$ cat src/design/bw_overlay_pkg.sv
`default_nettype none

package bw_overlay_pkg;

  // vector widths
  localparam int hcount_w = 11;  // display and source column
  localparam int vcount_w = 10;  // display and source row
  localparam int pixel_w  = 16;  // rgb565
  localparam int luma_w   = 7;   // grayscale level
  localparam int addr_w   = 14;  // mask address, covers mask_depth
  localparam int color_w  = 4;   // one vga channel

  typedef logic [hcount_w-1:0] hcount_t;
  typedef logic [vcount_w-1:0] vcount_t;
  typedef logic [pixel_w-1:0]  rgb565_t;
  typedef logic [luma_w-1:0]   luma_t;
  typedef logic [addr_w-1:0]   mask_addr_t;
  typedef logic [color_w-1:0]  vga_color_t;

  // mask geometry
  // 240 x 320 source frame, one pixel kept in decim_factor per axis
  localparam int decim_factor = 3;
  localparam int mask_width   = 80;   // 240 / 3
  localparam int mask_height  = 106;  // 318 / 3, last two source rows dropped
  localparam int mask_depth   = mask_width * mask_height;  // 8480 entries

endpackage

`default_nettype wire

$ cat src/design/vga_timing.sv
`default_nettype none

module vga_timing #(
  parameter int h_active = 1024,
  parameter int h_front  = 24,
  parameter int h_sync   = 136,
  parameter int h_back   = 160,
  parameter int v_active = 768,
  parameter int v_front  = 3,
  parameter int v_sync   = 6,
  parameter int v_back   = 29
) (
  input  wire                     clk_65mhz,
  input  wire                     reset,
  output bw_overlay_pkg::hcount_t hcount,
  output bw_overlay_pkg::vcount_t vcount,
  output logic                    blank,
  output logic                    hsync,  // active high here, inverted at the output
  output logic                    vsync
);

  localparam int h_total      = h_active + h_front + h_sync + h_back;
  localparam int v_total      = v_active + v_front + v_sync + v_back;
  localparam int h_sync_start = h_active + h_front;  // pulse right after front porch
  localparam int v_sync_start = v_active + v_front;

  logic h_last;  // last column of the line
  logic v_last;  // last line of the frame

  assign h_last = (hcount == bw_overlay_pkg::hcount_t'(h_total - 1));
  assign v_last = (vcount == bw_overlay_pkg::vcount_t'(v_total - 1));

  // column counter, row advances on wrap
  always_ff @(posedge clk_65mhz) begin
    if (reset) begin
      hcount <= '0;
      vcount <= '0;
    end else begin
      if (h_last) begin
        hcount <= '0;
        if (v_last) begin
          vcount <= '0;  // new frame
        end else begin
          vcount <= vcount + 1'b1;
        end
      end else begin
        hcount <= hcount + 1'b1;
      end
    end
  end

  // decoded straight from the counters
  always_comb begin
    blank = (hcount >= bw_overlay_pkg::hcount_t'(h_active)) ||
            (vcount >= bw_overlay_pkg::vcount_t'(v_active));
    hsync = (hcount >= bw_overlay_pkg::hcount_t'(h_sync_start)) &&
            (hcount <  bw_overlay_pkg::hcount_t'(h_sync_start + h_sync));
    vsync = (vcount >= bw_overlay_pkg::vcount_t'(v_sync_start)) &&
            (vcount <  bw_overlay_pkg::vcount_t'(v_sync_start + v_sync));
  end

endmodule

`default_nettype wire

$ cat config.mk
export PLATFORM = sky130hd
export DESIGN_NAME = vga_timing
export DESIGN_NICKNAME = d
export VERILOG_FILES = /design/src/design/bw_overlay_pkg.sv /design/src/design/vga_timing.sv
export SDC_FILE = /design/constraint.sdc
export NUM_CORES = 1
export LEC_CHECK = 0
export BUFFER_PORTS_ARGS = -buffer_cell sky130_fd_sc_hd__buf_2
export CORE_MARGIN = 2
export CORE_UTILIZATION = 50
export CTS_BUF_LIST = sky130_fd_sc_hd__clkbuf_2
export CTS_CLUSTER_SIZE = 28
export DETAILED_ROUTE_END_ITERATION = 10
export GPL_TIMING_DRIVEN = 1
export HOLD_SLACK_MARGIN = 0.05
export PLACE_DENSITY = 0.75
export SLEW_MARGIN = 40
export SYNTH_ARGS = -nofsm -noshare
export SYNTH_HDL_FRONTEND = slang
export SYNTH_SLANG_ARGS = --single-unit
$ cat constraint.sdc
create_clock -name clk_65mhz -period 2.9 [get_ports clk_65mhz]
set_input_delay 0.145 -clock clk_65mhz [delete_from_list [all_inputs] [get_ports clk_65mhz]]
set_output_delay 0.145 -clock clk_65mhz [all_outputs]
set_load 0.01 [all_outputs]
After elaboration in Yosys (flattened, before gate mapping)
Index checks and enable logic that the tools add are counted.
- $add $sub $neg: 2
- magnitude comparators: 6
- equality and inequality tests: 2
- mux-type cells: 1
- reduce and logical (&&, ||, !) cells: 4
- operators by type and width (cell ; count):
    >= comparator 11 bit (second input constant) ; 2
    >= comparator 10 bit (second input constant) ; 2
    adder 11 x 1 -> 11 bit (second input constant) ; 1
    == test 11 bit (second input constant) ; 1
    < comparator 11 bit (second input constant) ; 1
    adder 10 x 1 -> 10 bit (second input constant) ; 1
    == test 10 bit (second input constant) ; 1
    < comparator 10 bit (second input constant) ; 1
    two-way mux 10 bit ; 1
    logical AND 1 bit ; 2
    OR reduction 2 bit ; 1
    logical OR 1 bit ; 1
- bits in registers: 21
- input port bits: 2
- output and inout bits: 24
- logic and storage cells: 17

Logic depth before layout (Yosys ltp)
- depth after elaboration: 2
- mapped depth: 6
- gate-level depth less buffers: 6

Least setup slack after synthesis
OpenSTA, ideal clock, no wires.
- path type: register to register
- start: reg hcount[6]
- end: reg vcount[6]
- library setup time: 70 ps
- data arrival time: 2139 ps
- required time: 2830 ps
- slack: 690 ps
- cell stages (with the launch flop): 6
- path buffers: 1
- clock period less this slack: 2210 ps
- path through: dfxtp_1 -> buf_2 -> or4b_4 -> or4_4 -> or4b_1 -> a21oi_1
- longest elaborated chain between the ends: 1
- ends and longest elaborated chain (item ; line ; source):
    start: declaration ; vga_timing.sv:15 ; output bw_overlay_pkg::hcount_t hcount,
    start signal: assignment ; vga_timing.sv:47 ; hcount <= hcount + 1'b1;
    == test 11 bit ; vga_timing.sv:30 ; assign h_last = (hcount == bw_overlay_pkg::hcount_t'(h_total - 1));
    end signal: assignment ; vga_timing.sv:44 ; vcount <= vcount + 1'b1;
    end: declaration ; vga_timing.sv:16 ; output bw_overlay_pkg::vcount_t vcount,
No other way between the ends.
A chain may end at the register's enable or synchronous reset.

Worst setup path after layout
- start: reg hcount[0]
- end: reg vcount[5]
The elaborated chain is that of the path after synthesis.

==> summary.txt <==
Status: finished, final reports clean
Setup crit end kind: flop
Grt total ovfl: 0
GRT Overall Usage: 20.92%
Clock power frac: 28.5%
Initial antenna violation count: 0
Most frequent cells in the layout: 25 x buf_2, 21 x dfxtp_1, 15 x nor2_1, 12 x nand2_1
Post-route clock period utilization: 78.60%
Worst path required time: 3.18 ns
Syn. warnings: 0
Mux cell area share after synthesis: 0.9122%
Sink Count: 21
Post-placement cell area: 1227 um^2
Switch Pwr: 0.1050 mW
Max H-tree Level: 1
WL final: 2438 um
Synth Register Bits: 21
Int Power: 0.3360 mW
Cell Pwr Density: 353.6 nW/um^2
Final setup fails: 0
Clock latency on the worst-skew pair: 0.33 ns
Crit-path cells: ha_1 > nand3_1 > or3_1 > or4_1 > a21oi_1
Logic pwr share: 4.3%
Critical setup path kind: flop to flop
Post-Syn Area: 1097 um^2
Switching Fraction: 23.81%
Post-DP HPWL: 1857 um
Largest net degree at the start of global routing: 12
Fin. max-slew vios: 0
Total CTS buffers: 3
Post-synthesis cell type count: 29
Slew at the pin closest to its max-slew limit: 0.5945 ns
# DRC: 0
Compound-Gate Fraction of Synth Area: 11.06%
# rows: 16
CTS tree: built
Ys async rst share: 0%
Max Fanout on Critical Path: 11
Synth top area cells: dfxtp_1 38%, ha_1 5.7%, xnor2_1 5.6%
Sequential fraction of the synthesis area: 38.31%
FMAX: 438.7 MHz
Synth Area per Inst: 8.128 um^2
Hold path depth: 2
Rel. slew slack: 60.29%
Ys flop type: dfxtp_1
Simple-Gate Fraction of Synth Area: 31.47%
Worst reg2reg path depth: 5
Clk slew on worst S/H paths: 0.19 ns
Critical path's largest stage delay: 0.61 ns
Critical-path top delay cell: or3_1
I/O Pins: 26
Share of layout cells above drive strength 1: 19.50%
VDD IR max: 381.3 uV
RSZ-0062 raised after global routing: no
Root Driver: clkbuf_2
First-pass GRT wire length: 4084 um
Antenna diode count: 0
Starting Density: 54.27%
Fin nets: 167
CORE AREA: 2022 um^2
Setup TNS Final: 0 ns
Initial DRC count: 14
Post-CTS Setup Bufs: 0
Final Critical Period: 2.279 ns
Post-route cell area: 1247 um^2
Adder-Cell Fraction of Synth Area: 5.701%
Final hold vios: 0
Die width: 50.85 um
Global placer's final weighted congestion: 0.8242
Share of the synthesized area in the top cell type: 38.31%
Sequential power share: 67.2%
Port bufs: 25
Most common cell after layout, fill and taps aside: buf_2
Clk_skew: 0.0008139 ns
Cts repair resizes: 0
Worst endpoint data arrival time: 2.56 ns
Vias in the first global route: 974
DIE HEIGHT: 50.85 um
Cts-stage hold buffer count: 0
Clock Tree Buf Depth: 2
Die Area: 2585 um^2
Worst min-delay path class: primary input to flop
Cell count after synthesis: 135
Pre-Repair DR Iteration Count: 4
LEAKAGE: 0.4733 nW
Routed vias/inst: 5.661
Startpoint Class: flop
EDFF count, synth: 0
Post-DR wirelength/cell: 13.11 um
Area Growth Syn to Fin: 13.68%
Max-cap violation count: 0
Xor-xnor portion of the synthesized cell area: 7.184%
Net count after synthesis: 142
Post-route ant nets: 0
Cell accounting for the most synthesized area: dfxtp_1
Vias: 1053
Main combinational cell family by area after synthesis: simple AND/OR/NAND/NOR gates
==> power by group through the flow <==
stage               Sequential (mW)  Clock (mW)  Combinational (mW)
floorplan                     0.304           0              0.0106
global placement              0.302           0              0.0184
detailed placement            0.302           0              0.0191
CTS                           0.296       0.127              0.0192
global route                  0.297       0.143              0.0215
finish                        0.296       0.126              0.0188
==> through the flow <==
step / hold WS, ns / setup slack, ns / power (mW) / instances / utilization, %
finish: 0.07638 / 0.6206 / 0.4410 / 186 / 61.70
global route: 0.06328 / 0.4523 / 0.4619 / 186 / 61.70
CTS: 0.08136 / 0.6030 / 0.4427 / 186 / 61.70
detailed placement: 0.4550 / 0.6414 / 0.3214 / 182 / 60.71
global placement: 0.4387 / 0.7360 / 0.3203 / 182 / 60.71
floorplan: 0.4454 / 0.6904 / 0.3141 / 135 / -
==> kinds of logic after synthesis <==
group	after synthesis
compound gates	21
xor+xnor	9
fa+ha+maj	5
buf+inv	13
flops	21
mux	1
simple gates	65
==> registers in the layout, indices dropped and copies added (netlist names) <==
register and flops:
vcount 10, hcount 11
==> worst max-delay path, delay by kind of cell (launching register included) <==
kind                       cells  cell delay, ns
DFF                            1            0.43
adders and majority gates      1            0.20
AOI/OAI and AO/OA              1            0.16
and+or+nand+nor                3            1.42
==> routing by layer <==
layer  share of wire (%)  wire, um  GRT usage, %
met5                   0         0             0
met4                0.86        21         4.955
met3                 5.0       122         6.433
met2                  50      1218         37.28
met1                  44      1076         24.49
==> layout make-up <==
cell class                      count  area (um^2)
Fill cell                         206        774.5
Multi-Input combinational cell    101        618.1
Timing Repair Buffer               25        125.1
Sequential cell                    21        420.4
Tap cell                           27        33.78
Inverter                            8        30.03
Clock buffer                        4        20.02
==> cell usage after synthesis (2+ instances only) <==
master / instances
buf_2: 2
ha_1: 5
nor3_1: 7
xnor2_1: 7
or4_1: 4
o21ai_0: 5
or3_1: 6
nor4_1: 2
nand2b_1: 2
nand2_1: 12
xor2_1: 2
o31ai_1: 4
clkbuf_1: 2
inv_1: 8
dfxtp_1: 21
nand3_1: 10
nor2_1: 15
a21oi_1: 10
==> worst paths after layout <==
kind                                 from        end  slack (ns)
worst max-delay path            hcount[0]  vcount[5]        0.62
worst min-delay path                reset  vcount[6]        0.08
worst max register to register  hcount[0]  vcount[5]        0.62
worst min register to register  vcount[9]  vcount[9]        0.52
Note: power is estimated with default switching activity, not from simulation.
