===== src/design/bw_overlay_pkg.sv =====
`default_nettype none

package bw_overlay_pkg;

  // vector widths
  localparam int hcount_w = 11;  // display and source column
  localparam int vcount_w = 10;  // display and source row
  localparam int pixel_w  = 16;  // rgb565
  localparam int luma_w   = 7;   // grayscale level
  localparam int addr_w   = 14;  // mask address, covers mask_depth
  localparam int color_w  = 4;   // one vga channel

  typedef logic [hcount_w-1:0] hcount_t;
  typedef logic [vcount_w-1:0] vcount_t;
  typedef logic [pixel_w-1:0]  rgb565_t;
  typedef logic [luma_w-1:0]   luma_t;
  typedef logic [addr_w-1:0]   mask_addr_t;
  typedef logic [color_w-1:0]  vga_color_t;

  // mask geometry
  // 240 x 320 source frame, one pixel kept in decim_factor per axis
  localparam int decim_factor = 3;
  localparam int mask_width   = 80;   // 240 / 3
  localparam int mask_height  = 106;  // 318 / 3, last two source rows dropped
  localparam int mask_depth   = mask_width * mask_height;  // 8480 entries

endpackage

`default_nettype wire


===== src/design/mask_decimator.sv =====
`default_nettype none

module mask_decimator (
  input  wire                        clk_65mhz,
  input  wire                        reset,
  input  wire                        in_valid,
  input  wire                        in_bit,
  input  wire bw_overlay_pkg::hcount_t in_hcount,
  input  wire bw_overlay_pkg::vcount_t in_vcount,
  input  wire                        freeze,
  output logic                       wr_en,
  output bw_overlay_pkg::mask_addr_t wr_addr,
  output logic                       wr_bit
);

  localparam int coord_w = $clog2(bw_overlay_pkg::mask_height + 1);  // room for 106
  localparam logic [1:0] last_phase = 2'(bw_overlay_pkg::decim_factor - 1);

  logic [1:0]         col_phase_nxt;  // phase the next column will have
  logic [coord_w-1:0] mcol_nxt;
  logic [1:0]         row_phase;      // phase of the current row
  logic [coord_w-1:0] mrow;
  logic [1:0]         c_phase;        // this pixel
  logic [coord_w-1:0] c_mcol;
  logic [1:0]         r_phase;
  logic [coord_w-1:0] r_mrow;
  logic               freeze_d;       // freeze level that went in with this pixel

  always_comb begin
    if (in_hcount == '0) begin  // start of a row restarts the column phase
      c_phase = '0;
      c_mcol  = '0;
      if (in_vcount == '0) begin  // first row of a frame
        r_phase = '0;
        r_mrow  = '0;
      end else begin
        r_phase = (row_phase == last_phase) ? 2'd0 : row_phase + 2'd1;
        r_mrow  = (row_phase == last_phase) ? mrow + 1'b1 : mrow;
      end
    end else begin
      c_phase = col_phase_nxt;
      c_mcol  = mcol_nxt;
      r_phase = row_phase;
      r_mrow  = mrow;
    end
  end

  // phase state only moves on accepted pixels
  always_ff @(posedge clk_65mhz) begin
    if (reset) begin
      col_phase_nxt <= '0;
      mcol_nxt      <= '0;
      row_phase     <= '0;
      mrow          <= '0;
      wr_en         <= 1'b0;
    end else begin
      if (in_valid) begin
        col_phase_nxt <= (c_phase == last_phase) ? 2'd0 : c_phase + 2'd1;
        mcol_nxt      <= (c_phase == last_phase) ? c_mcol + 1'b1 : c_mcol;
        row_phase     <= r_phase;
        mrow          <= r_mrow;
      end
      wr_en <= in_valid && (c_phase == '0) && (r_phase == '0) && !freeze_d &&
               (r_mrow < coord_w'(bw_overlay_pkg::mask_height));  // rows 318, 319 fall out
    end
  end

  always_ff @(posedge clk_65mhz) begin
    wr_addr  <= bw_overlay_pkg::mask_addr_t'(r_mrow * bw_overlay_pkg::mask_width + c_mcol);
    wr_bit   <= in_bit;
    freeze_d <= freeze;  // one cycle behind, same as the thresholded pixel
  end

endmodule

`default_nettype wire


===== config.mk =====
export PLATFORM = sky130hd
export DESIGN_NAME = mask_decimator
export DESIGN_NICKNAME = d
export VERILOG_FILES = /design/src/design/bw_overlay_pkg.sv /design/src/design/mask_decimator.sv
export SDC_FILE = /design/constraint.sdc
export NUM_CORES = 1
export LEC_CHECK = 0
export ABC_AREA = 1
export BUFFER_PORTS_ARGS = -buffer_cell sky130_fd_sc_hd__buf_4
export CAP_MARGIN = 40
export CORE_UTILIZATION = 50
export CTS_BUF_LIST = sky130_fd_sc_hd__clkbuf_4 sky130_fd_sc_hd__clkbuf_8
export DETAILED_ROUTE_END_ITERATION = 12
export GPL_ROUTABILITY_DRIVEN = 0
export PLACE_DENSITY = 0.73
export SLEW_MARGIN = 5
export SYNTH_ARGS = -nofsm -noshare
export SYNTH_HDL_FRONTEND = slang
export SYNTH_SLANG_ARGS = --single-unit

===== constraint.sdc =====
create_clock -name clk_65mhz -period 6.5 [get_ports clk_65mhz]
set_input_delay 1.3 -clock clk_65mhz [delete_from_list [all_inputs] [get_ports clk_65mhz]]
set_output_delay 1.3 -clock clk_65mhz [all_outputs]
set_load 0.02 [all_outputs]

# Word level (Yosys, flattened, before mapping)
# Index checks and enable logic that the tools add are counted.
[word_totals] elab_cells=36 in_bits=26 output_inout_bits=16 register_bits=35
[classes] multipliers=1 order_cmp=1 n_eq_ne=2 n_addsub=5 n_reduce_logical=9 mux=10
[ops] operator="7-bit 2-to-1 mux" n=5
[ops] operator="14-bit by 7-bit adder with 14-bit output" n=1
[ops] operator="7-bit by 1-bit adder with 7-bit output, second input constant" n=2
[ops] operator="11-bit zero test" n=1
[ops] operator="10-bit zero test" n=1
[ops] operator="7-bit by 3-bit multiplier with 10-bit output, second input constant" n=1
[ops] operator="2-bit 2-to-1 mux" n=5
[ops] operator="7-bit less-than comparator, second input constant" n=1
[ops] operator="2-bit by 1-bit adder with 2-bit output, second input constant" n=2
[ops] operator="2-bit equality test, second input constant" n=2
[ops] operator="1-bit logical AND" n=4
[ops] operator="2-bit zero test" n=2
[ops] operator="1-bit zero test" n=1

# Depth between registers and ports, before layout
[depth] depth_word=8 mapped_depth=20 depth_no_buf=20

# Worst setup path before layout
# No wires, ideal clock.
[synth_timing] path_type="input -> register" from="input in_hcount[0]" to="register wr_addr[13]" path_buffers=1 setup_ns=0.058 arrival_time_ns=3.666 required_time_ns=6.442 stages=18 path_slack_ns=2.776 cell_sequence="nor2_1 nand2_1 nor2_4 nand2_4 clkinv_2 buf_12 nand2_4 nand2_2 inv_1 ha_1 ha_1 fa_1 inv_1 nor2_1 nand3_1 nor2_1 nand3_1 nand2_1"
[synth_between] elab_chain_cells=4 elab_cells_between_ends=5 classes_between="1 x add/sub; 1 x mul; 2 x mux; 1 x reduce/logical"
[synth_lines] element="from (decl)" line_no="mask_decimator.sv:8" text="input wire bw_overlay_pkg::hcount_t in_hcount,"
[synth_lines] element="11-bit zero test" line_no="mask_decimator.sv:30" text="if (in_hcount == '0) begin"
[synth_lines] element="7-bit 2-to-1 mux" line_no="mask_decimator.sv:30"
[synth_lines] element="net r_mrow[1]" line_no="mask_decimator.sv:26" text="logic [coord_w-1:0] r_mrow;"
[synth_lines] element="7-bit by 3-bit multiplier with 10-bit output" line_no="mask_decimator.sv:69" text="wr_addr <= bw_overlay_pkg::mask_addr_t'(r_mrow * bw_overlay_pkg::mask_width + c_mcol);"
[synth_lines] element="14-bit by 7-bit adder with 14-bit output" line_no="mask_decimator.sv:69"
[synth_lines] element="to (signal assigned)" line_no="mask_decimator.sv:69"
[synth_lines] element="to (decl)" line_no="mask_decimator.sv:12" text="output bw_overlay_pkg::mask_addr_t wr_addr,"
# The timed path passes the listed nets, and every way through them passes these cells.
# A chain may end at the register's enable or synchronous reset.

# Final worst setup path
[layout_timing] from="input in_hcount[0]" to="register wr_addr[12]"
# The elaborated chain is that of the path after synthesis.

==> results.cfg <==
[run_status]
status = complete, no violations

[route]
vias = 2034
route.detailed.drc = 0
drt_iter0_drc = 99
wirelength_um = 4480
detail_route.vias_per_cell = 4.97
dr.pass1.iters = 4
wire_per_inst_um = 11.0
drtAntennaViolNets = 0

[timing]
period_share_pct = 59.7
tns_ps = 0
finalSetupViolations = 0
finClkSkew_ps = 9.47
fmax_mhz = 257
tightest_slew_ps = 372
period_minus_slack_ps = 3880
hold_viol_final = 0
maxSlewViolCount = 0
slew_headroom_pct = 75.2
rsz0062_at_grt = no

[clocking]
cts_resized = 0
holdBufCountCts = 0
cts_made_buffers = 5
cts.htree.levels = 2
cts_tree = done
post_cts_buffers = 0
clockBufferDepth = 2
insertion_delay_ps = 290
root_buffer = clkbuf_8
clkSinkCount = 35
clk_pin_slew_ps = 70

[layout]
multi_input_area_mm2 = 0.00125
layout_commonest_cell = nand2_1
seqCellArea_um2 = 701
final.fill_count = 379
n_antenna_cell = 0
final_cell_mix = nand2_1, inv_1, buf_4
synthToLayoutAreaGrowth_pct = 18.5
drive_above_1_share_pct = 18.9
nNetsFinal = 400

[placement]
portBuffers = 41
post-dp-hpwl_um = 3460

[synthesis]
synthArstFlopShare_pct = 0
yosysUniqueCellTypes = 37
netlist_area_mm2 = 0.00221
syn_inst = 317
syn_nets = 359
synth_edf_count = 0
yosysWarnings = 0
postSynthAreaPerCell_um2 = 6.98
ys.flop_type = dfxtp_1
ys_seq_elements = 35
yosysSeqAreaShare_pct = 31.7

[worst_setup_path]
cp-endpoint = wr_addr[12]
reg2reg_depth = 15
crit_cells = 17
crit_type = input port to flip-flop
required_ps = 6680
cp_slowest_cell = fa_1
crit_buf_inv = 3
cp-end-kind = flip-flop
regToRegEndpoint = wr_addr[12]
path_cells = buf_4 -> nor2_1 -> nand2_1 -> nor2_4 -> nand2_4 -> clkinv_2 -> nand2_4 -> nand2_2 -> inv_1 -> ha_1 -> ha_1 -> fa_1 -> nand2_1 -> nor2_1 -> nand4_1 -> nand3_1 -> nand2_1
reg2reg_slack_ps = 3440
critPathArrivalTime_ps = 4070
max_stage_delay_ps = 540
path_common_cell = nand2_1
critPathLaunch = in_hcount[0]
start_kind = input port
rr_startpoint = mrow[1]
cp_top_family = simple AND/OR/NAND/NOR gates
cp_max_fo = 19

[floorplanning]
dieArea_mm2 = 0.00469
die_w_um = 68.5
rows = 23
core-area_mm2 = 0.00412
die_y_um = 68.5
io_pins = 42
start_util_pct = 53.8

[power_and_ir_drop]
power-per-cell-area_mw_per_mm2 = 186
ir_worst_vdd_v = 0.000146
power_w = 0.000486
cellLeakagePower_nw = 1.42

[global_routing]
grt_max_degree = 25
grtUsageTotal_pct = 22.7
grt_pass1_vias = 1884
antenna_found_initial = 0
grt_pass1_wl_um = 7990
grt-ovfl-total = 0

[flow_run]
drv_cap = 0

[min_path]
min_from = mcol_nxt[1]
hold_depth = 2
hp-class = flip-flop to flip-flop
[worst min path at each step]
stage / endpoint
floorplan: wr_addr[1]
global placement: row_phase[0]
detailed placement: row_phase[0]
global route: wr_addr[3]
finish: wr_addr[1]
CTS: row_phase[0]
[worst reg2reg max path, cell delays in order (launching register included)]
cell	delay [ps]
dfxtp_1	470
ha_1	290
o21ai_0	170
inv_1	60
nand2_1	100
nand2_4	50
nand2_2	80
inv_1	100
ha_1	310
ha_1	240
fa_1	540
nand2_1	70
nor2_1	170
nand4_1	160
nand3_1	110
nand2_1	60
[stage by stage]
stage	hold slack [ps]	instance area (um^2)	std cells	util [%]	setup slack (ps)
5_1_grt	514	2620	409	63.7	2210
4_1_cts	481	2620	409	63.7	2600
6_report	481	2620	409	63.7	2620
3_3_place_gp	471	2530	401	61.5	2360
3_5_place_dp	470	2530	401	61.5	2300
2_1_floorplan	447	2210	317	-	2780
[cell usage after synthesis (all sizes together) (2+ instances only)]
library cell   n  area, um^2
a21oi         19         118
a22oi          2        15.0
buf            2        31.3
clkbuf         5        18.8
clkinv         2        8.75
dfxtp         35         701
fa             2        40.0
ha            14         175
inv           53         199
nand2         76         313
nand3         25         130
nand4         12        90.1
nor2          35         141
nor3           2        20.0
o21ai         14        70.1
or2            4        25.0
xnor2          2        17.5
xor2           5        43.8
[routing by layer]
| metal | wire (um) | GRT usage (%) | up-vias | share of wire (%) |
|---|---|---|---|---|
| met5 | 0 | 0 | - | 0 |
| met4 | 44 | 7.03 | 0 | 0.98 |
| met3 | 247 | 4.93 | 5 | 5.5 |
| met2 | 2040 | 38.1 | 48 | 45 |
| met1 | 2150 | 28.8 | 889 | 48 |
| li1 | - | - | 1092 | - |
[where the power goes]
group / switching [W] / internal, W / total (W)
logic: 0.0000521 / 0.0000403 / 0.0000925
clock network: 0.0000759 / 0.0000835 / 0.000159
registers: 0.00000772 / 0.000227 / 0.000235
total: 0.000136 / 0.000351 / 0.000486
[sequential cells by signal (all words and copies together) (netlist names)]
name and flops:
col_phase_nxt 2, mrow 7, freeze_d 1, wr_en 1, wr_bit 1, row_phase 2, wr_addr 14, mcol_nxt 7
[logic make-up (layout without fill, tap and decap cells)]
logic type / count (synthesis) / count (layout) / share of synthesized area (%)
adders and majority gates: 16 / 16 / 9.73
xor gates and xnor gates: 7 / 7 / 2.77
buffers and inverters: 62 / 104 / 11.7
AOI/OAI and AO/OA: 40 / 40 / 10.7
DFF: 35 / 35 / 31.7
and+or+nand+nor: 157 / 157 / 33.4
[area by class of cell]
| cell class | instances | share of cell area [%] |
|---|---|---|
| well taps | 50 | 2.39 |
| repair buffers | 41 | 11.7 |
| inverters | 55 | 7.92 |
| flip-flops and latches | 35 | 26.7 |
| clock inverters | 1 | 0.191 |
| clock buffers | 7 | 3.20 |
| multi-input cells | 220 | 47.8 |
Power figures use the tool's default switching activity.
