`config.mk`:
```
export PLATFORM = sky130hd
export DESIGN_NAME = overlay_reader
export DESIGN_NICKNAME = d
export VERILOG_FILES = /design/src/design/bw_overlay_pkg.sv /design/src/design/overlay_reader.sv
export SDC_FILE = /design/constraint.sdc
export NUM_CORES = 1
export LEC_CHECK = 0
export BUFFER_PORTS_ARGS = -buffer_cell sky130_fd_sc_hd__buf_2
export CAP_MARGIN = 20
export CORE_MARGIN = 5
export CORE_UTILIZATION = 46
export DETAILED_ROUTE_END_ITERATION = 6
export PLACE_DENSITY_LB_ADDON = 0.1
export SYNTH_ARGS = -nofsm -noshare
export SYNTH_HDL_FRONTEND = slang
export SYNTH_SLANG_ARGS = --single-unit
```
`constraint.sdc`:
```
create_clock -name clk_65mhz -period 3.26 [get_ports clk_65mhz]
set_input_delay 0.489 -clock clk_65mhz [delete_from_list [all_inputs] [get_ports clk_65mhz]]
set_output_delay 0.489 -clock clk_65mhz [all_outputs]
set_load 0.05 [all_outputs]
```
`src/design/bw_overlay_pkg.sv`:
```
`default_nettype none

package bw_overlay_pkg;

  // vector widths
  localparam int hcount_w = 11;  // display and source column
  localparam int vcount_w = 10;  // display and source row
  localparam int pixel_w  = 16;  // rgb565
  localparam int luma_w   = 7;   // grayscale level
  localparam int addr_w   = 14;  // mask address, covers mask_depth
  localparam int color_w  = 4;   // one vga channel

  typedef logic [hcount_w-1:0] hcount_t;
  typedef logic [vcount_w-1:0] vcount_t;
  typedef logic [pixel_w-1:0]  rgb565_t;
  typedef logic [luma_w-1:0]   luma_t;
  typedef logic [addr_w-1:0]   mask_addr_t;
  typedef logic [color_w-1:0]  vga_color_t;

  // mask geometry
  // 240 x 320 source frame, one pixel kept in decim_factor per axis
  localparam int decim_factor = 3;
  localparam int mask_width   = 80;   // 240 / 3
  localparam int mask_height  = 106;  // 318 / 3, last two source rows dropped
  localparam int mask_depth   = mask_width * mask_height;  // 8480 entries

endpackage

`default_nettype wire

```
`src/design/overlay_reader.sv`:
```
`default_nettype none

module overlay_reader #(
  parameter int win_x = 600,
  parameter int win_y = 250
) (
  input  wire                            clk_65mhz,
  input  wire                            reset,
  input  wire bw_overlay_pkg::hcount_t    hcount,
  input  wire bw_overlay_pkg::vcount_t    vcount,
  input  wire                            blank,
  input  wire                            hsync,
  input  wire                            vsync,
  output bw_overlay_pkg::mask_addr_t     rd_addr,
  input  wire                            rd_bit,
  output bw_overlay_pkg::vga_color_t     vga_r,
  output bw_overlay_pkg::vga_color_t     vga_g,
  output bw_overlay_pkg::vga_color_t     vga_b,
  output logic                           vga_hs,
  output logic                           vga_vs
);

  localparam int win_x_end = win_x + bw_overlay_pkg::mask_width;
  localparam int win_y_end = win_y + bw_overlay_pkg::mask_height;

  bw_overlay_pkg::mask_addr_t rd_cnt;  // address of the next window pixel
  logic in_win;
  logic at_origin;
  logic in_win_d1;  // lined up with rd_bit
  logic blank_d1;
  logic hsync_d1;
  logic vsync_d1;
  bw_overlay_pkg::vga_color_t pix;

  assign in_win = (hcount >= bw_overlay_pkg::hcount_t'(win_x)) &&
                  (hcount <  bw_overlay_pkg::hcount_t'(win_x_end)) &&
                  (vcount >= bw_overlay_pkg::vcount_t'(win_y)) &&
                  (vcount <  bw_overlay_pkg::vcount_t'(win_y_end));
  assign at_origin = (hcount == bw_overlay_pkg::hcount_t'(win_x)) &&
                     (vcount == bw_overlay_pkg::vcount_t'(win_y));

  // top-left corner restarts the scan at 0
  assign rd_addr = at_origin ? '0 : rd_cnt;

  always_ff @(posedge clk_65mhz) begin
    if (reset) begin
      rd_cnt <= '0;
    end else if (in_win) begin
      rd_cnt <= rd_addr + 1'b1;  // ascending, one per window pixel
    end
  end

  assign pix = (in_win_d1 && !blank_d1 && rd_bit) ? '1 : '0;  // white on black

  // stage 1 matches the ram latency, stage 2 is the output register
  always_ff @(posedge clk_65mhz) begin
    if (reset) begin
      in_win_d1 <= 1'b0;
      blank_d1  <= 1'b1;
      hsync_d1  <= 1'b0;
      vsync_d1  <= 1'b0;
      vga_r     <= '0;
      vga_g     <= '0;
      vga_b     <= '0;
      vga_hs    <= 1'b1;  // idle high
      vga_vs    <= 1'b1;
    end else begin
      in_win_d1 <= in_win;
      blank_d1  <= blank;
      hsync_d1  <= hsync;
      vsync_d1  <= vsync;
      vga_r     <= pix;  // same level on all channels
      vga_g     <= pix;
      vga_b     <= pix;
      vga_hs    <= ~hsync_d1;  // active low on the pins
      vga_vs    <= ~vsync_d1;
    end
  end

endmodule

`default_nettype wire

```
After elaboration in Yosys (flattened, before gate mapping)
Index checks and enable logic that the tools add are counted.
{"block": "word_totals", "reg_bits": 24, "in_bits": 27, "out_inout_bits": 28}
{"block": "classes", "n_addsub": 1, "magnitude_cmp": 4, "n_eq_ne": 2, "mux": 2, "bitwise": 2, "reduce_logical": 7}
{"operator": "adder 14 x 1 -> 14 bit (second input constant)", "n": 1}
{"operator": "two-way mux 14 bit", "n": 1}
{"operator": "equality test 11 x 10 -> 1 bit (second input constant)", "n": 1}
{"operator": "greater-or-equal comparator 11 x 10 -> 1 bit (second input constant)", "n": 1}
{"operator": "< comparator 11 x 10 -> 1 bit (second input constant)", "n": 1}
{"operator": "equality test 10 x 8 -> 1 bit (second input constant)", "n": 1}
{"operator": "greater-or-equal comparator 10 x 8 -> 1 bit (second input constant)", "n": 1}
{"operator": "< comparator 10 x 9 -> 1 bit (second input constant)", "n": 1}
{"operator": "logical AND 1 bit", "n": 6}
{"operator": "two-way mux 4 bit", "n": 1}
{"operator": "inverter 1 bit", "n": 2}
{"operator": "zero test 1 bit", "n": 1}

Logic depth before layout (Yosys ltp)
{"block": "logic_depth", "ltp_word": 4, "ltp_mapped": 11, "ltp_nobuf": 10}

Worst setup path after synthesis
OpenSTA, ideal clock, no wires.
{"block": "synth_timing", "kind": "input to register", "from": "in hcount[9]", "to": "reg rd_cnt[12]", "arrival_ns": 3.074, "required_time_ns": 3.188, "slack_ns": 0.114, "stages": 11, "n_path_buf": 1, "cell_sequence": "nor4b_2 nand4_1 nor2_1 clkbuf_1 nor2b_1 ha_1 and3_1 and2_1 nand2_1 or4_1 a21oi_1"}
{"block": "synth_between", "elab_chain_len": 4, "elab_cells_between_ends": 9, "classes_between": "add/sub: 1; order compare: 2; eq/ne: 1; mux: 1; reduce/logical: 4"}
{"element": "start, declared", "line": "overlay_reader.sv:9", "text": "input wire bw_overlay_pkg::hcount_t hcount,"}
{"element": "equality test 11 x 10 -> 1 bit", "line": "overlay_reader.sv:39", "text": "assign at_origin = (hcount == bw_overlay_pkg::hcount_t'(win_x)) &&"}
{"element": "logical AND 1 bit", "line": "overlay_reader.sv:39"}
{"element": "two-way mux 14 bit", "line": "overlay_reader.sv:43", "text": "assign rd_addr = at_origin ? '0 : rd_cnt;"}
{"element": "net rd_addr[1]", "line": "overlay_reader.sv:14", "text": "output bw_overlay_pkg::mask_addr_t rd_addr,"}
{"element": "adder 14 x 1 -> 14 bit", "line": "overlay_reader.sv:49", "text": "rd_cnt <= rd_addr + 1'b1;"}
{"element": "end signal, assigned", "line": "overlay_reader.sv:49"}
{"element": "end, declared", "line": "overlay_reader.sv:26", "text": "bw_overlay_pkg::mask_addr_t rd_cnt;"}
The timed path passes the listed nets, and every way through them passes these cells.
A chain may end at the register's enable or synchronous reset.

Final worst setup path
{"block": "layout_timing", "from": "in vcount[2]", "to": "out rd_addr[3]"}
{"block": "layout_between", "elab_chain_len": 3}
{"element": "start, declared", "line": "overlay_reader.sv:10", "text": "input wire bw_overlay_pkg::vcount_t vcount,"}
{"element": "equality test 10 x 8 -> 1 bit", "line": "overlay_reader.sv:40", "text": "(vcount == bw_overlay_pkg::vcount_t'(win_y));"}
{"element": "logical AND 1 bit", "line": "overlay_reader.sv:39"}
{"element": "two-way mux 14 bit", "line": "overlay_reader.sv:43"}
{"element": "end, declared", "line": "overlay_reader.sv:14"}
No other way between the ends.

==> flow_summary.json <==
{
  "cts-root-buf": "clkbuf_4",
  "synth_edf_count": 0,
  "cts.repair.resized": 0,
  "start_util_pct": 47.9,
  "r2r_cells": 8,
  "synth_nets": 168,
  "routed_via_density": 5.32,
  "criticalPathCategory": "in2out",
  "crit_path_max_fanout": 15,
  "wl_per_cell_um": 11.9,
  "start_kind": "primary input",
  "synthTopCellsByCount": "dfxtp_1, a21oi_1, buf_4",
  "fmaxAchievable_mhz": 427,
  "synthTopCellsByArea": "dfxtp_1, buf_4, nor2b_1, a21oi_1, o21ai_0",
  "gr-usage-all-layers_pct": 14.5,
  "design.core.area_um2": 2450,
  "yosys_warnings": 0,
  "synth_largest_area_cell": "dfxtp_1",
  "worstSetupStartpoint": "vcount[2]",
  "num-fill-cells": 231,
  "finalPower_mw": 0.422,
  "fp.dieH_um": 60.6,
  "post_cts_buffers": 0,
  "grt_pass1_wl_mm": 4.17,
  "p_leak_nw": 0.697,
  "max_stage_delay_ns": 0.30,
  "area_growth_syn_to_layout_pct": 20.5,
  "finish.utilization_pct": 57.7,
  "worstMarginPinSlew_ns": 0.701,
  "grt_max_degree": 22,
  "maxSlewViolCount": 0,
  "stdcell_area_um2": 1420,
  "yosys.cell_count.top_type": "dfxtp_1",
  "drt_pre_antenna_iters": 4,
  "crit_chain": "buf_2 -> nor4b_1 -> nand4_1 -> nor2_1 -> buf_4 -> and2b_1 -> buf_2",
  "num_vias": 1138,
  "crit_path_frequent_cell": "buf_2",
  "io_pins": 55,
  "place_area_um2": 1390,
  "period_needed_ns": 2.34,
  "cts_sinks": 21,
  "hp-class": "reg2reg",
  "fin_tns_setup_ns": 0,
  "insertion_delay_ns": 0.30,
  "gp_congestion": 0.879,
  "syn-cell-area_um2": 1180,
  "grt_overflow": 0,
  "nets": 213,
  "critical_path.endpoint_type": "primary output",
  "yosys.cell_types.count": 36,
  "num_rows": 18,
  "n_antenna_cell": 0,
  "ys_seq_area_share_pct": 35.7,
  "drt_wl_total_mm": 2.55,
  "cts_buffers": 3,
  "clockBufferDepth": 2,
  "holdWs_ns": 0.373,
  "final.setup_skew_ns": 0.0125,
  "critPathCapture": "rd_addr[3]",
  "irDropWorstVdd_uv": 278,
  "grt_pass1_vias": 1008,
  "setup_violations": 0,
  "slowest_stage": "nor4b_1",
  "hold_buffers": 0,
  "max_cap_viol_count": 0,
  "die_w_um": 60.6,
  "path_clk_slew_ns": 0.10,
  "reg2reg_slack_ns": 1.40,
  "synthFlopType": "dfxtp_1",
  "antenna_left": 0,
  "synth_top_area_share_pct": 35.7,
  "hpwl_mm": 2.04,
  "drc": 0,
  "max_slew_margin_pct": 53.0,
  "antenna_found_initial": 0,
  "portBuffers": 54,
  "syn_avg_cell_area_um2": 8.40,
  "htreeDepth": 1,
  "fp.dieArea_um2": 3670,
  "drtIter0Drc": 27,
  "status": "completed",
  "final_min_period_over_clock_period_pct": 71.8,
  "synthCells": 140,
  "powerDensity_nw_per_um2": 298,
  "cts_tree": "done",
  "worstReg2RegStart": "rd_cnt[0]",
  "synth_seq_cells": 21,
  "rsz0062_at_grt": "false",
  "hold_viol": 0,
  "final_layout_size_suffix_gt1_share_pct": 34.8,
  "async_flop_share_pct": 0,
  "regToRegEndpoint": "rd_cnt[12]",
  "cp.arrival_ns": 1.85,
  "cp.required_ns": 2.77
}
logic make-up (layout without fill, tap and decap cells):
group           count (synthesis)  in the layout  share of synthesized area, %
buf+inv                        20             64                          10.1
mux                             2              2                          1.70
flops                          21             21                          35.7
fa+ha+maj                       1              1                          1.06
xor+xnor                        1              1                         0.745
simple gates                   63             63                          34.0
compound gates                 32             32                          16.6
layer usage:
| layer | part of all wire [%] | up-vias | wire length (um) | track usage [%] |
|---|---|---|---|---|
| li1 | - | 587 | - | - |
| met1 | 42 | 502 | 1070 | 18.3 |
| met2 | 46 | 45 | 1180 | 23.8 |
| met3 | 11 | 4 | 271 | 4.26 |
| met4 | 0.98 | 0 | 25 | 4.33 |
| met5 | 0 | - | 0 | 0 |
worst min path at each step:
stage             start        to  slack, ns  cells past startpoint
4_1_cts           blank  blank_d1       0.36                      2
5_1_grt           blank  blank_d1       0.35                      2
3_3_place_gp   vsync_d1    vga_vs       0.35                      1
3_5_place_dp   hsync_d1    vga_hs       0.35                      1
2_1_floorplan  hsync_d1    vga_hs       0.34                      1
6_report       hsync_d1    vga_hs       0.37                      1
worst max-delay path, delay by kind of cell:
family,cells,cell delay [ns]
buf+inv,3,0.52
simple gates,4,0.85
placed cells by master, fill, tap and decap left out, types with 3 or more instances in the layout:
| master | count |
|---|---|
| a21oi_1 | 11 |
| and2b_1 | 5 |
| and3_1 | 3 |
| buf_2 | 54 |
| clkbuf_4 | 3 |
| dfxtp_1 | 21 |
| inv_1 | 5 |
| nand2_1 | 6 |
| nand3_1 | 3 |
| nand4_1 | 5 |
| nor2_1 | 8 |
| nor2b_1 | 10 |
| o21ai_0 | 9 |
| o31ai_1 | 3 |
| or3_1 | 5 |
| or4_1 | 3 |
layout make-up:
cell class	count	area (um2)	area share, %
multi-input combinational	99	637	44.9
sequential	21	420	29.7
timing repair buffer	55	278	19.6
tap	30	37.5	2.65
clock buffer	4	26.3	1.85
inverter	5	18.8	1.32
through the flow:
stage | instances | worst slack (ns)
2_1_floorplan | 140 | 0.114
3_3_place_gp | 210 | 0.726
3_5_place_dp | 210 | 0.661
4_1_cts | 214 | 0.888
5_1_grt | 214 | 0.702
6_report | 214 | 0.920
sequential cells by signal (all words and copies together), names as in the netlist:
register,count
vsync_d1,1
vga_b,1
vga_vs,1
in_win_d1,1
vga_hs,1
hsync_d1,1
blank_d1,1
rd_cnt,14
power by group:
part / internal, mW / switching (mW)
combinational: 0.0186 / 0.0225
clock: 0.0476 / 0.0732
sequential: 0.260 / 0.000721
No activity file was read; power rests on OpenSTA's default activity.
